$ cat src/hw/exu_pkg.sv
package exu_pkg;

   typedef logic [4:0]  reg_addr_t;
   typedef logic [31:0] inst_t;

   // low bit of each register field in the instruction word
   localparam int field_rd_lsb = 0;
   localparam int field_rj_lsb = 5;
   localparam int field_rk_lsb = 10;

   typedef logic [3:0] alu_code_t;
   typedef logic [3:0] bru_code_t;
   typedef logic [3:0] mdu_code_t;

   // multiplier operation codes
   localparam mdu_code_t mdu_mul_w     = 4'd0;
   localparam mdu_code_t mdu_mulh_w    = 4'd1;
   localparam mdu_code_t mdu_mulh_wu   = 4'd2;
   localparam mdu_code_t mdu_mul_d     = 4'd3;
   localparam mdu_code_t mdu_mulh_d    = 4'd4;
   localparam mdu_code_t mdu_mulh_du   = 4'd5;
   localparam mdu_code_t mdu_mulw_d_w  = 4'd6;
   localparam mdu_code_t mdu_mulw_d_wu = 4'd7;

endpackage

$ cat src/hw/issue_if.sv
interface issue_if import exu_pkg::*; #(
   parameter int grlen = 32
);
   // stage valids and write enables
   logic             valid_e;
   logic             bru_valid_e;
   logic             mul_valid_e;
   logic             alu_wen_e;
   logic             mul_wen_e;

   // source registers and pre-bypass operands
   reg_addr_t        rs1_e;
   reg_addr_t        rs2_e;
   logic             a_sel_rf_e;
   logic             b_sel_rf_e;
   logic [grlen-1:0] alu_a_e;
   logic [grlen-1:0] alu_b_e;

   // unit controls
   alu_code_t        alu_op_e;
   logic [grlen-1:0] alu_c_e;
   logic             double_word_e;
   bru_code_t        bru_op_e;
   logic [grlen-1:0] pc_e;
   logic [grlen-1:0] br_offs_e;
   logic             signed_e;
   logic             double_e;
   logic             hi_e;
   logic             short_e;
   reg_addr_t        rd_e;

   modport dispatch (output valid_e, bru_valid_e, mul_valid_e, alu_wen_e, mul_wen_e,
                     rs1_e, rs2_e, a_sel_rf_e, b_sel_rf_e, alu_a_e, alu_b_e,
                     alu_op_e, alu_c_e, double_word_e, bru_op_e, pc_e, br_offs_e,
                     signed_e, double_e, hi_e, short_e, rd_e);

   modport execute (input valid_e, bru_valid_e, mul_valid_e, alu_wen_e, mul_wen_e,
                    alu_op_e, alu_c_e, double_word_e, bru_op_e, pc_e, br_offs_e,
                    signed_e, double_e, hi_e, short_e, rd_e);

   modport bypass (input rs1_e, rs2_e, a_sel_rf_e, b_sel_rf_e, alu_a_e, alu_b_e);

endinterface

$ cat src/hw/wb_if.sv
interface wb_if import exu_pkg::*; #(
   parameter int grlen = 32
);
   // m stage, combinational result select
   reg_addr_t        rd_m;
   logic             wen_m;
   logic [grlen-1:0] data_m;

   // w stage, registered
   reg_addr_t        rd_w;
   logic             wen_w;
   logic [grlen-1:0] data_w;

   modport writeback (output rd_m, wen_m, data_m, rd_w, wen_w, data_w);

   modport bypass (input rd_m, wen_m, data_m, rd_w, wen_w, data_w);

endinterface

$ cat src/hw/exu_bypass.sv
module exu_bypass import exu_pkg::*; #(
   parameter int grlen = 32
) (
   issue_if.bypass          issue,
   wb_if.bypass             wb,
   output logic [grlen-1:0] opa_e,
   output logic [grlen-1:0] opb_e
);

   logic a_hit_m;
   logic a_hit_w;
   logic b_hit_m;
   logic b_hit_w;

   // register match against a later stage, r0 never forwarded
   function automatic logic fwd_hit(
      input logic      sel_rf,
      input reg_addr_t rs,
      input logic      wen,
      input reg_addr_t rd
   );
      return sel_rf && (rs != '0) && wen && (rd == rs);
   endfunction

   //////////////////////////////////////////////////
   // operand a
   //////////////////////////////////////////////////

   assign a_hit_m = fwd_hit(issue.a_sel_rf_e, issue.rs1_e, wb.wen_m, wb.rd_m);
   assign a_hit_w = fwd_hit(issue.a_sel_rf_e, issue.rs1_e, wb.wen_w, wb.rd_w);

   // youngest result first
   assign opa_e = a_hit_m ? wb.data_m :
                  a_hit_w ? wb.data_w : issue.alu_a_e;

   //////////////////////////////////////////////////
   // operand b
   //////////////////////////////////////////////////

   assign b_hit_m = fwd_hit(issue.b_sel_rf_e, issue.rs2_e, wb.wen_m, wb.rd_m);
   assign b_hit_w = fwd_hit(issue.b_sel_rf_e, issue.rs2_e, wb.wen_w, wb.rd_w);

   assign opb_e = b_hit_m ? wb.data_m :
                  b_hit_w ? wb.data_w : issue.alu_b_e;

endmodule

$ cat src/hw/exu_dispatch.sv
module exu_dispatch import exu_pkg::*; #(
   parameter int grlen = 32
) (
   input  logic             clk,
   input  logic             reset,
   input  logic             valid_d,
   input  logic             kill_d,
   input  inst_t            inst_d,
   input  logic [grlen-1:0] pc_d,
   input  logic [grlen-1:0] imm_d,
   input  logic [grlen-1:0] c_d,
   input  logic [grlen-1:0] br_offs_d,
   input  logic [grlen-1:0] rs1_data_d,
   input  logic [grlen-1:0] rs2_data_d,
   input  alu_code_t        alu_code_d,
   input  bru_code_t        bru_code_d,
   input  mdu_code_t        mdu_code_d,
   input  logic             is_bru_d,
   input  logic             is_mul_d,
   input  logic             a_pc_d,
   input  logic             b_imm_d,
   input  logic             rd2rj_d,
   input  logic             rd_read_d,
   input  logic             double_word_d,
   input  logic             rf_wen_d,
   input  reg_addr_t        rf_target_d,
   output reg_addr_t        rs1_d,
   output reg_addr_t        rs2_d,
   issue_if.dispatch        issue
);

   logic             inst_vld_d;
   logic             alu_d;
   logic             b_imm_alu_d;
   logic [grlen-1:0] alu_a_d;
   logic [grlen-1:0] alu_b_d;
   logic             mul_signed_d;
   logic             mul_double_d;
   logic             mul_hi_d;
   logic             mul_short_d;

   // a taken branch in E drops whatever sits in D
   assign inst_vld_d = valid_d & ~kill_d;
   assign alu_d      = ~is_bru_d & ~is_mul_d;

   //////////////////////////////////////////////////
   // register file read addresses
   //////////////////////////////////////////////////

   assign rs1_d = rd2rj_d   ? inst_d[field_rd_lsb +: $bits(reg_addr_t)]
                            : inst_d[field_rj_lsb +: $bits(reg_addr_t)];
   assign rs2_d = rd_read_d ? inst_d[field_rd_lsb +: $bits(reg_addr_t)]
                            : inst_d[field_rk_lsb +: $bits(reg_addr_t)];

   // operand select, immediate only for alu ops
   assign b_imm_alu_d = b_imm_d & alu_d;
   assign alu_a_d     = a_pc_d ? pc_d : rs1_data_d;
   assign alu_b_d     = b_imm_alu_d ? imm_d : rs2_data_d;

   //////////////////////////////////////////////////
   // multiplier flags
   //////////////////////////////////////////////////

   assign mul_signed_d = mdu_code_d inside {mdu_mul_w, mdu_mulh_w, mdu_mul_d,
                                            mdu_mulh_d, mdu_mulw_d_w};
   assign mul_double_d = mdu_code_d inside {mdu_mul_d, mdu_mulh_d, mdu_mulh_du};
   assign mul_hi_d     = mdu_code_d inside {mdu_mulh_w, mdu_mulh_wu, mdu_mulh_d,
                                            mdu_mulh_du};
   assign mul_short_d  = mdu_code_d inside {mdu_mul_w, mdu_mulh_w, mdu_mulh_wu};

   //////////////////////////////////////////////////
   // d to e registers
   //////////////////////////////////////////////////

   always_ff @(posedge clk) begin
      if (reset) begin
         issue.valid_e     <= 1'b0;
         issue.bru_valid_e <= 1'b0;
         issue.mul_valid_e <= 1'b0;
         issue.alu_wen_e   <= 1'b0;
         issue.mul_wen_e   <= 1'b0;
      end else begin
         issue.valid_e     <= inst_vld_d;
         issue.bru_valid_e <= inst_vld_d & is_bru_d;
         issue.mul_valid_e <= inst_vld_d & is_mul_d;
         issue.alu_wen_e   <= inst_vld_d & alu_d & rf_wen_d;
         issue.mul_wen_e   <= inst_vld_d & is_mul_d & rf_wen_d;
      end
   end

   // payload
   always_ff @(posedge clk) begin
      issue.rs1_e         <= rs1_d;
      issue.rs2_e         <= rs2_d;
      issue.a_sel_rf_e    <= ~a_pc_d;
      issue.b_sel_rf_e    <= ~b_imm_alu_d;
      issue.alu_a_e       <= alu_a_d;
      issue.alu_b_e       <= alu_b_d;
      issue.alu_op_e      <= alu_code_d;
      issue.alu_c_e       <= c_d;
      issue.double_word_e <= double_word_d;
      issue.bru_op_e      <= bru_code_d;
      issue.pc_e          <= pc_d;
      issue.br_offs_e     <= br_offs_d;
      issue.signed_e      <= mul_signed_d;
      issue.double_e      <= mul_double_d;
      issue.hi_e          <= mul_hi_d;
      issue.short_e       <= mul_short_d;
      issue.rd_e          <= rf_target_d;
   end

endmodule

$ cat src/hw/exu_ecl.sv
module exu_ecl import exu_pkg::*; #(
   parameter int grlen = 32
) (
   input  logic             clk,
   input  logic             reset,
   // decoded instruction in D
   input  logic             valid_d,
   input  inst_t            inst_d,
   input  logic [grlen-1:0] pc_d,
   input  logic [grlen-1:0] imm_d,
   input  logic [grlen-1:0] c_d,
   input  logic [grlen-1:0] br_offs_d,
   input  alu_code_t        alu_code_d,
   input  bru_code_t        bru_code_d,
   input  mdu_code_t        mdu_code_d,
   input  logic             is_bru_d,
   input  logic             is_mul_d,
   input  logic             a_pc_d,
   input  logic             b_imm_d,
   input  logic             rd2rj_d,
   input  logic             rd_read_d,
   input  logic             double_word_d,
   input  logic             rf_wen_d,
   input  reg_addr_t        rf_target_d,
   // register file reads
   output reg_addr_t        rs1_d,
   output reg_addr_t        rs2_d,
   input  logic [grlen-1:0] rs1_data_d,
   input  logic [grlen-1:0] rs2_data_d,
   // alu
   output logic             alu_valid_e,
   output logic [grlen-1:0] alu_a_e,
   output logic [grlen-1:0] alu_b_e,
   output alu_code_t        alu_op_e,
   output logic [grlen-1:0] alu_c_e,
   output logic             alu_double_word_e,
   input  logic [grlen-1:0] alu_res_e,
   // bru
   output logic             bru_valid_e,
   output bru_code_t        bru_op_e,
   output logic [grlen-1:0] bru_a_e,
   output logic [grlen-1:0] bru_b_e,
   output logic [grlen-1:0] bru_pc_e,
   output logic [grlen-1:0] bru_offset_e,
   input  logic             bru_taken_e,
   input  logic [grlen-1:0] bru_target_e,
   input  logic [grlen-1:0] bru_link_pc_e,
   input  logic             bru_wen_e,
   output logic             br_taken,
   output logic [grlen-1:0] br_target,
   // mul, result returns in M
   output logic             mul_valid_e,
   output logic [grlen-1:0] mul_a_e,
   output logic [grlen-1:0] mul_b_e,
   output logic             mul_signed_e,
   output logic             mul_double_e,
   output logic             mul_hi_e,
   output logic             mul_short_e,
   input  logic [grlen-1:0] mul_res_m,
   // register file write
   output logic [grlen-1:0] irf_rd_data_w,
   output logic             irf_wen_w,
   output reg_addr_t        irf_rd_w
);

   logic             kill_d;
   logic [grlen-1:0] opa_e;
   logic [grlen-1:0] opb_e;
   logic             alu_wen_m;
   logic             bru_wen_m;
   logic             mul_valid_m;
   logic             mul_wen_m;
   reg_addr_t        rd_m_pre;
   logic [grlen-1:0] alu_res_m;
   logic [grlen-1:0] link_pc_m;

   issue_if #(.grlen(grlen)) issue ();
   wb_if    #(.grlen(grlen)) wb ();

   //////////////////////////////////////////////////
   // pipeline stages
   //////////////////////////////////////////////////

   exu_dispatch #(.grlen(grlen)) dispatch_i (
      .issue (issue),
      .*
   );

   exu_bypass #(.grlen(grlen)) bypass_i (
      .issue (issue),
      .wb    (wb),
      .opa_e (opa_e),
      .opb_e (opb_e)
   );

   exu_execute #(.grlen(grlen)) execute_i (
      .issue (issue),
      .*
   );

   exu_writeback #(.grlen(grlen)) writeback_i (
      .wb (wb),
      .*
   );

endmodule

$ cat src/hw/exu_execute.sv
module exu_execute import exu_pkg::*; #(
   parameter int grlen = 32
) (
   input  logic             clk,
   input  logic             reset,
   issue_if.execute         issue,
   input  logic [grlen-1:0] opa_e,
   input  logic [grlen-1:0] opb_e,
   input  logic             bru_taken_e,
   input  logic [grlen-1:0] bru_target_e,
   input  logic [grlen-1:0] bru_link_pc_e,
   input  logic             bru_wen_e,
   input  logic [grlen-1:0] alu_res_e,
   // unit interfaces
   output logic             alu_valid_e,
   output logic [grlen-1:0] alu_a_e,
   output logic [grlen-1:0] alu_b_e,
   output alu_code_t        alu_op_e,
   output logic [grlen-1:0] alu_c_e,
   output logic             alu_double_word_e,
   output logic             bru_valid_e,
   output bru_code_t        bru_op_e,
   output logic [grlen-1:0] bru_a_e,
   output logic [grlen-1:0] bru_b_e,
   output logic [grlen-1:0] bru_pc_e,
   output logic [grlen-1:0] bru_offset_e,
   output logic             mul_valid_e,
   output logic [grlen-1:0] mul_a_e,
   output logic [grlen-1:0] mul_b_e,
   output logic             mul_signed_e,
   output logic             mul_double_e,
   output logic             mul_hi_e,
   output logic             mul_short_e,
   // branch redirect
   output logic             kill_d,
   output logic             br_taken,
   output logic [grlen-1:0] br_target,
   // m stage bundle
   output logic             alu_wen_m,
   output logic             bru_wen_m,
   output logic             mul_valid_m,
   output logic             mul_wen_m,
   output reg_addr_t        rd_m_pre,
   output logic [grlen-1:0] alu_res_m,
   output logic [grlen-1:0] link_pc_m
);

   // same bypassed operands go to every unit
   assign alu_valid_e       = issue.valid_e & ~issue.bru_valid_e & ~issue.mul_valid_e;
   assign alu_a_e           = opa_e;
   assign alu_b_e           = opb_e;
   assign alu_op_e          = issue.alu_op_e;
   assign alu_c_e           = issue.alu_c_e;
   assign alu_double_word_e = issue.double_word_e;

   assign bru_valid_e  = issue.bru_valid_e;
   assign bru_op_e     = issue.bru_op_e;
   assign bru_a_e      = opa_e;
   assign bru_b_e      = opb_e;
   assign bru_pc_e     = issue.pc_e;
   assign bru_offset_e = issue.br_offs_e;

   assign mul_valid_e  = issue.mul_valid_e;
   assign mul_a_e      = opa_e;
   assign mul_b_e      = opb_e;
   assign mul_signed_e = issue.signed_e;
   assign mul_double_e = issue.double_e;
   assign mul_hi_e     = issue.hi_e;
   assign mul_short_e  = issue.short_e;

   //////////////////////////////////////////////////
   // branch resolution
   //////////////////////////////////////////////////

   assign br_taken  = issue.bru_valid_e & bru_taken_e;
   assign br_target = bru_target_e;
   assign kill_d    = br_taken;

   //////////////////////////////////////////////////
   // e to m registers
   //////////////////////////////////////////////////

   always_ff @(posedge clk) begin
      if (reset) begin
         alu_wen_m   <= 1'b0;
         bru_wen_m   <= 1'b0;
         mul_valid_m <= 1'b0;
         mul_wen_m   <= 1'b0;
      end else begin
         alu_wen_m   <= issue.alu_wen_e;
         bru_wen_m   <= issue.bru_valid_e & bru_wen_e;
         mul_valid_m <= issue.mul_valid_e;
         mul_wen_m   <= issue.mul_wen_e;
      end
   end

   always_ff @(posedge clk) begin
      rd_m_pre  <= issue.rd_e;
      alu_res_m <= alu_res_e;
      link_pc_m <= bru_link_pc_e;
   end

endmodule

$ cat src/hw/exu_writeback.sv
module exu_writeback import exu_pkg::*; #(
   parameter int grlen = 32
) (
   input  logic             clk,
   input  logic             reset,
   input  logic             alu_wen_m,
   input  logic             bru_wen_m,
   input  logic             mul_valid_m,
   input  logic             mul_wen_m,
   input  reg_addr_t        rd_m_pre,
   input  logic [grlen-1:0] alu_res_m,
   input  logic [grlen-1:0] link_pc_m,
   input  logic [grlen-1:0] mul_res_m,
   wb_if.writeback          wb,
   output logic [grlen-1:0] irf_rd_data_w,
   output logic             irf_wen_w,
   output reg_addr_t        irf_rd_w
);

   //////////////////////////////////////////////////
   // m stage result select
   //////////////////////////////////////////////////

   // all units share the one rd, it follows the instruction down the pipe
   assign wb.rd_m = rd_m_pre;

   // any unit may claim the write
   assign wb.wen_m = alu_wen_m | bru_wen_m | mul_wen_m;

   // alu result is the default when no other unit claims it
   always_comb begin
      if (bru_wen_m) begin
         wb.data_m = link_pc_m;
      end else if (mul_valid_m) begin
         wb.data_m = mul_res_m;
      end else begin
         wb.data_m = alu_res_m;
      end
   end

   //////////////////////////////////////////////////
   // m to w registers
   //////////////////////////////////////////////////

   always_ff @(posedge clk) begin
      if (reset) begin
         wb.wen_w <= 1'b0;
      end else begin
         wb.wen_w <= wb.wen_m;
      end
   end

   always_ff @(posedge clk) begin
      wb.rd_w   <= wb.rd_m;
      wb.data_w <= wb.data_m;
   end

   // register file write port
   assign irf_rd_data_w = wb.data_w;
   assign irf_wen_w     = wb.wen_w;
   assign irf_rd_w      = wb.rd_w;

endmodule

$ cat config.mk
export PLATFORM = sky130hd
export DESIGN_NAME = exu_ecl
export DESIGN_NICKNAME = d
export VERILOG_FILES = /design/src/hw/exu_pkg.sv /design/src/hw/issue_if.sv /design/src/hw/wb_if.sv /design/src/hw/exu_bypass.sv /design/src/hw/exu_dispatch.sv /design/src/hw/exu_ecl.sv /design/src/hw/exu_execute.sv /design/src/hw/exu_writeback.sv
export SDC_FILE = /design/constraint.sdc
export NUM_CORES = 1
export LEC_CHECK = 0
export ABC_AREA = 1
export CORE_AREA = 2 2 295 297
export CTS_CLUSTER_DIAMETER = 200
export DETAILED_ROUTE_END_ITERATION = 12
export DIE_AREA = 0 0 297 299
export DONT_BUFFER_PORTS = 1
export PLACE_DENSITY_LB_ADDON = 0.1
export SLEW_MARGIN = 20
export SYNTH_ARGS = -nofsm -noshare
export SYNTH_HDL_FRONTEND = slang
export SYNTH_SLANG_ARGS = --single-unit
$ cat constraint.sdc
create_clock -name clk -period 3.1 [get_ports clk]
set_input_delay 0.465 -clock clk [delete_from_list [all_inputs] [get_ports clk]]
set_output_delay 0.465 -clock clk [all_outputs]
set_load 0.01 [all_outputs]
==> metrics.cfg <==
[logic_synthesis]
syn_nets=1736
syn_area_per_cell_um2=8.661
synth_sequential_area_ratio=0.5224
syn_inst=1354
yosysUniqueCellTypes=23
synth.ff_latch_count=306
yosys_warnings=0
syn_area_mm2=0.01173

[timing]
rsz0062_at_grt=no
drv_slew=0
period_share=0.9479
worst_slew_pin_slew_ns=1.138
relSlewSlack=0.2389
skew_ns=0.01591
period_minus_slack_ns=2.938
hold_violations=0
fmax_ghz=0.3403
finalSetupViolCount=0
tns_ns=0

[worst_setup_path]
cp.arrival_ns=2.47
cp-end-kind=output port
crit_type=flip-flop to output port
worst-r2r-cell-count=4
path_delay_family=simple AND/OR/NAND/NOR gates
crit_start=dispatch_i.issue.rs2_e[1]
timing.rr.start=execute_i.mul_valid_m
crit_required_ns=2.63
path_cells=inv_1, nand2_1, nand4_1, nor2_4, buf_6, nand4_1, nand2_1, buf_4
cp_num_cells=8
cp.buffers_inverters=3
critical-path-max-stage-delay_ns=0.40
setup.worst_path.start_class=flip-flop
cp_slowest_cell=dfxtp_1
path_max_fanout=32

[route]
via_count=9761
dr.pass1.iters=4
antenna_left=0
wire_per_inst_um=21.79
drc=0
drtIter0Drc=448
routed_wl_mm=59.23
viasPerCell=3.591

[cells_and_area]
final_nets=1913
final_layout_size_suffix_gt1_frac=0.1648
area.growth.synth_to_final_pct=41.09
layout_commonest_cell=nand2_1
final_cell_mix=nand2_1, dfxtp_1, dlygate4sd3_1, nand4_1, inv_1

[global_routing]
grt_usage=0.1299
grt_max_degree=41
grt_pass1_vias=10620
grt_pass1_wl_mm=81.19
antenna_found_initial=4
overflow=0

[die]
die_w_um=297
start_util=0.1365
die-area_mm2=0.08880
core-area_mm2=0.08594
rows=108
ios=767
die_h_um=299

[outcome]
outcome=finished, final reports clean

[clock_tree]
clock-sinks=306
clk_pin_slew_ns=0.06
cts_tree=done
clock-root-buffer=clkbuf_16
h-tree-depth=2
max-clock-path-buffers=3
numCtsBuffers=41
clock_latency_ns=0.58

[power_and_ir_drop]
max-vdd-ir-drop_mv=0.4075
power_mw=10.50
power.density_mw_per_mm2=634.9
leakage_nw=7.279

[run]
maxCapViolCount=0

[placed_design]
numPortBuffers=0
hpwl_mm=44.11
gp_congestion=0.7371

[worst_hold_path]
hold_path_startpoint=pc_d[25]
hold_path_depth=2
hold_path_class=primary input to flip-flop

## state kept, by name (all words and copies together) (netlist names), 4 cells and up
signal                      flops
dispatch_i.issue.alu_c_e       32
dispatch_i.issue.alu_a_e       32
dispatch_i.issue.rd_e           5
writeback_i.irf_rd_data_w      32
writeback_i.irf_rd_w            5
execute_i.alu_res_m            32
dispatch_i.issue.pc_e          32
dispatch_i.issue.rs1_e          5
execute_i.link_pc_m            32
dispatch_i.issue.br_offs_e     32
dispatch_i.issue.rs2_e          5
dispatch_i.issue.bru_op_e       4
execute_i.rd_m_pre              5
dispatch_i.issue.alu_b_e       32
dispatch_i.issue.alu_op_e       4
## final timing paths
path / to / slack, ns
min: dispatch_i.issue.alu_a_e[25] / 0.04
max reg2reg: writeback_i.irf_rd_data_w[27] / 1.53
min reg2reg: execute_i.rd_m_pre[4] / 0.33
max: mul_b_e[21] / 0.16
## metrics by stage
stage	cells	worst slack (ns)	utilization	instance area (um^2)	hold WS [ns]
floorplan	1354	1.198	-	11730	0.3096
detailed placement	2372	0.3922	0.1438	12350	0.3154
global route	2715	0.0005536	0.1924	16540	0.007502
CTS	2712	0.003177	0.1917	16480	0.0001325
finish	2718	0.1617	0.1925	16550	0.03585
global placement	2372	0.3779	0.1438	12350	0.3173
## power breakdown
part           leakage [nW]  switching [mW]  internal [mW]
sequential             2.58           0.190           4.18
clock                 0.684            1.93           2.97
combinational          4.02           0.736          0.493
## per-layer routing
metal,up-vias,wire length [um],global-route usage
met5,-,0,0
met1,4566,22380,0.1416
met2,491,29820,0.2341
li1,4583,-,-
met3,121,4667,0.03889
met4,0,2360,0.05351
## synth_stat cells (all sizes together)
master	instances	area share
buf	225	0.13
inv	130	0.042
xnor2	2	0.0015
a21oi	67	0.029
mux2	42	0.040
clkbuf	9	0.0029
nand2	302	0.097
o22ai	2	0.0011
dfxtp	306	0.52
o21ai	7	0.0030
nand3	74	0.035
nor2	57	0.023
nor3	1	0.00043
nand4	130	0.069
## final cells by class
type                    count  area, um^2
flip-flops and latches    306        6137
repair buffers            368        3530
well taps                1155        1445
diodes                      4       10.01
multi-input cells         684        3561
clock inverters            18       211.5
inverters                 130       490.5
clock buffers              53        1161
fillers                  9682       69400
## cells by family (layout without fill, tap and decap cells)
group,after synthesis,after routing,share of synthesized area
AND/OR/NAND/NOR,564,564,0.2242
flip-flops,306,306,0.5224
AO/OA/AOI/OAI,76,76,0.03265
buffers and inverters,364,569,0.1790
XOR/XNOR,2,2,0.001494
multiplexers,42,42,0.04033
other,0,4,0
## timing repair
| action | in CTS | in global routing |
|---|---|---|
| pin swaps | 3 | 2 |
| hold buffers | 259 | 0 |
| setup endpoints to repair | 186 | 95 |
| hold endpoints to repair | 234 | 0 |
| resized for setup | 15 | 15 |
| setup buffers | 10 | 2 |
(Power assumes the default switching activity.)
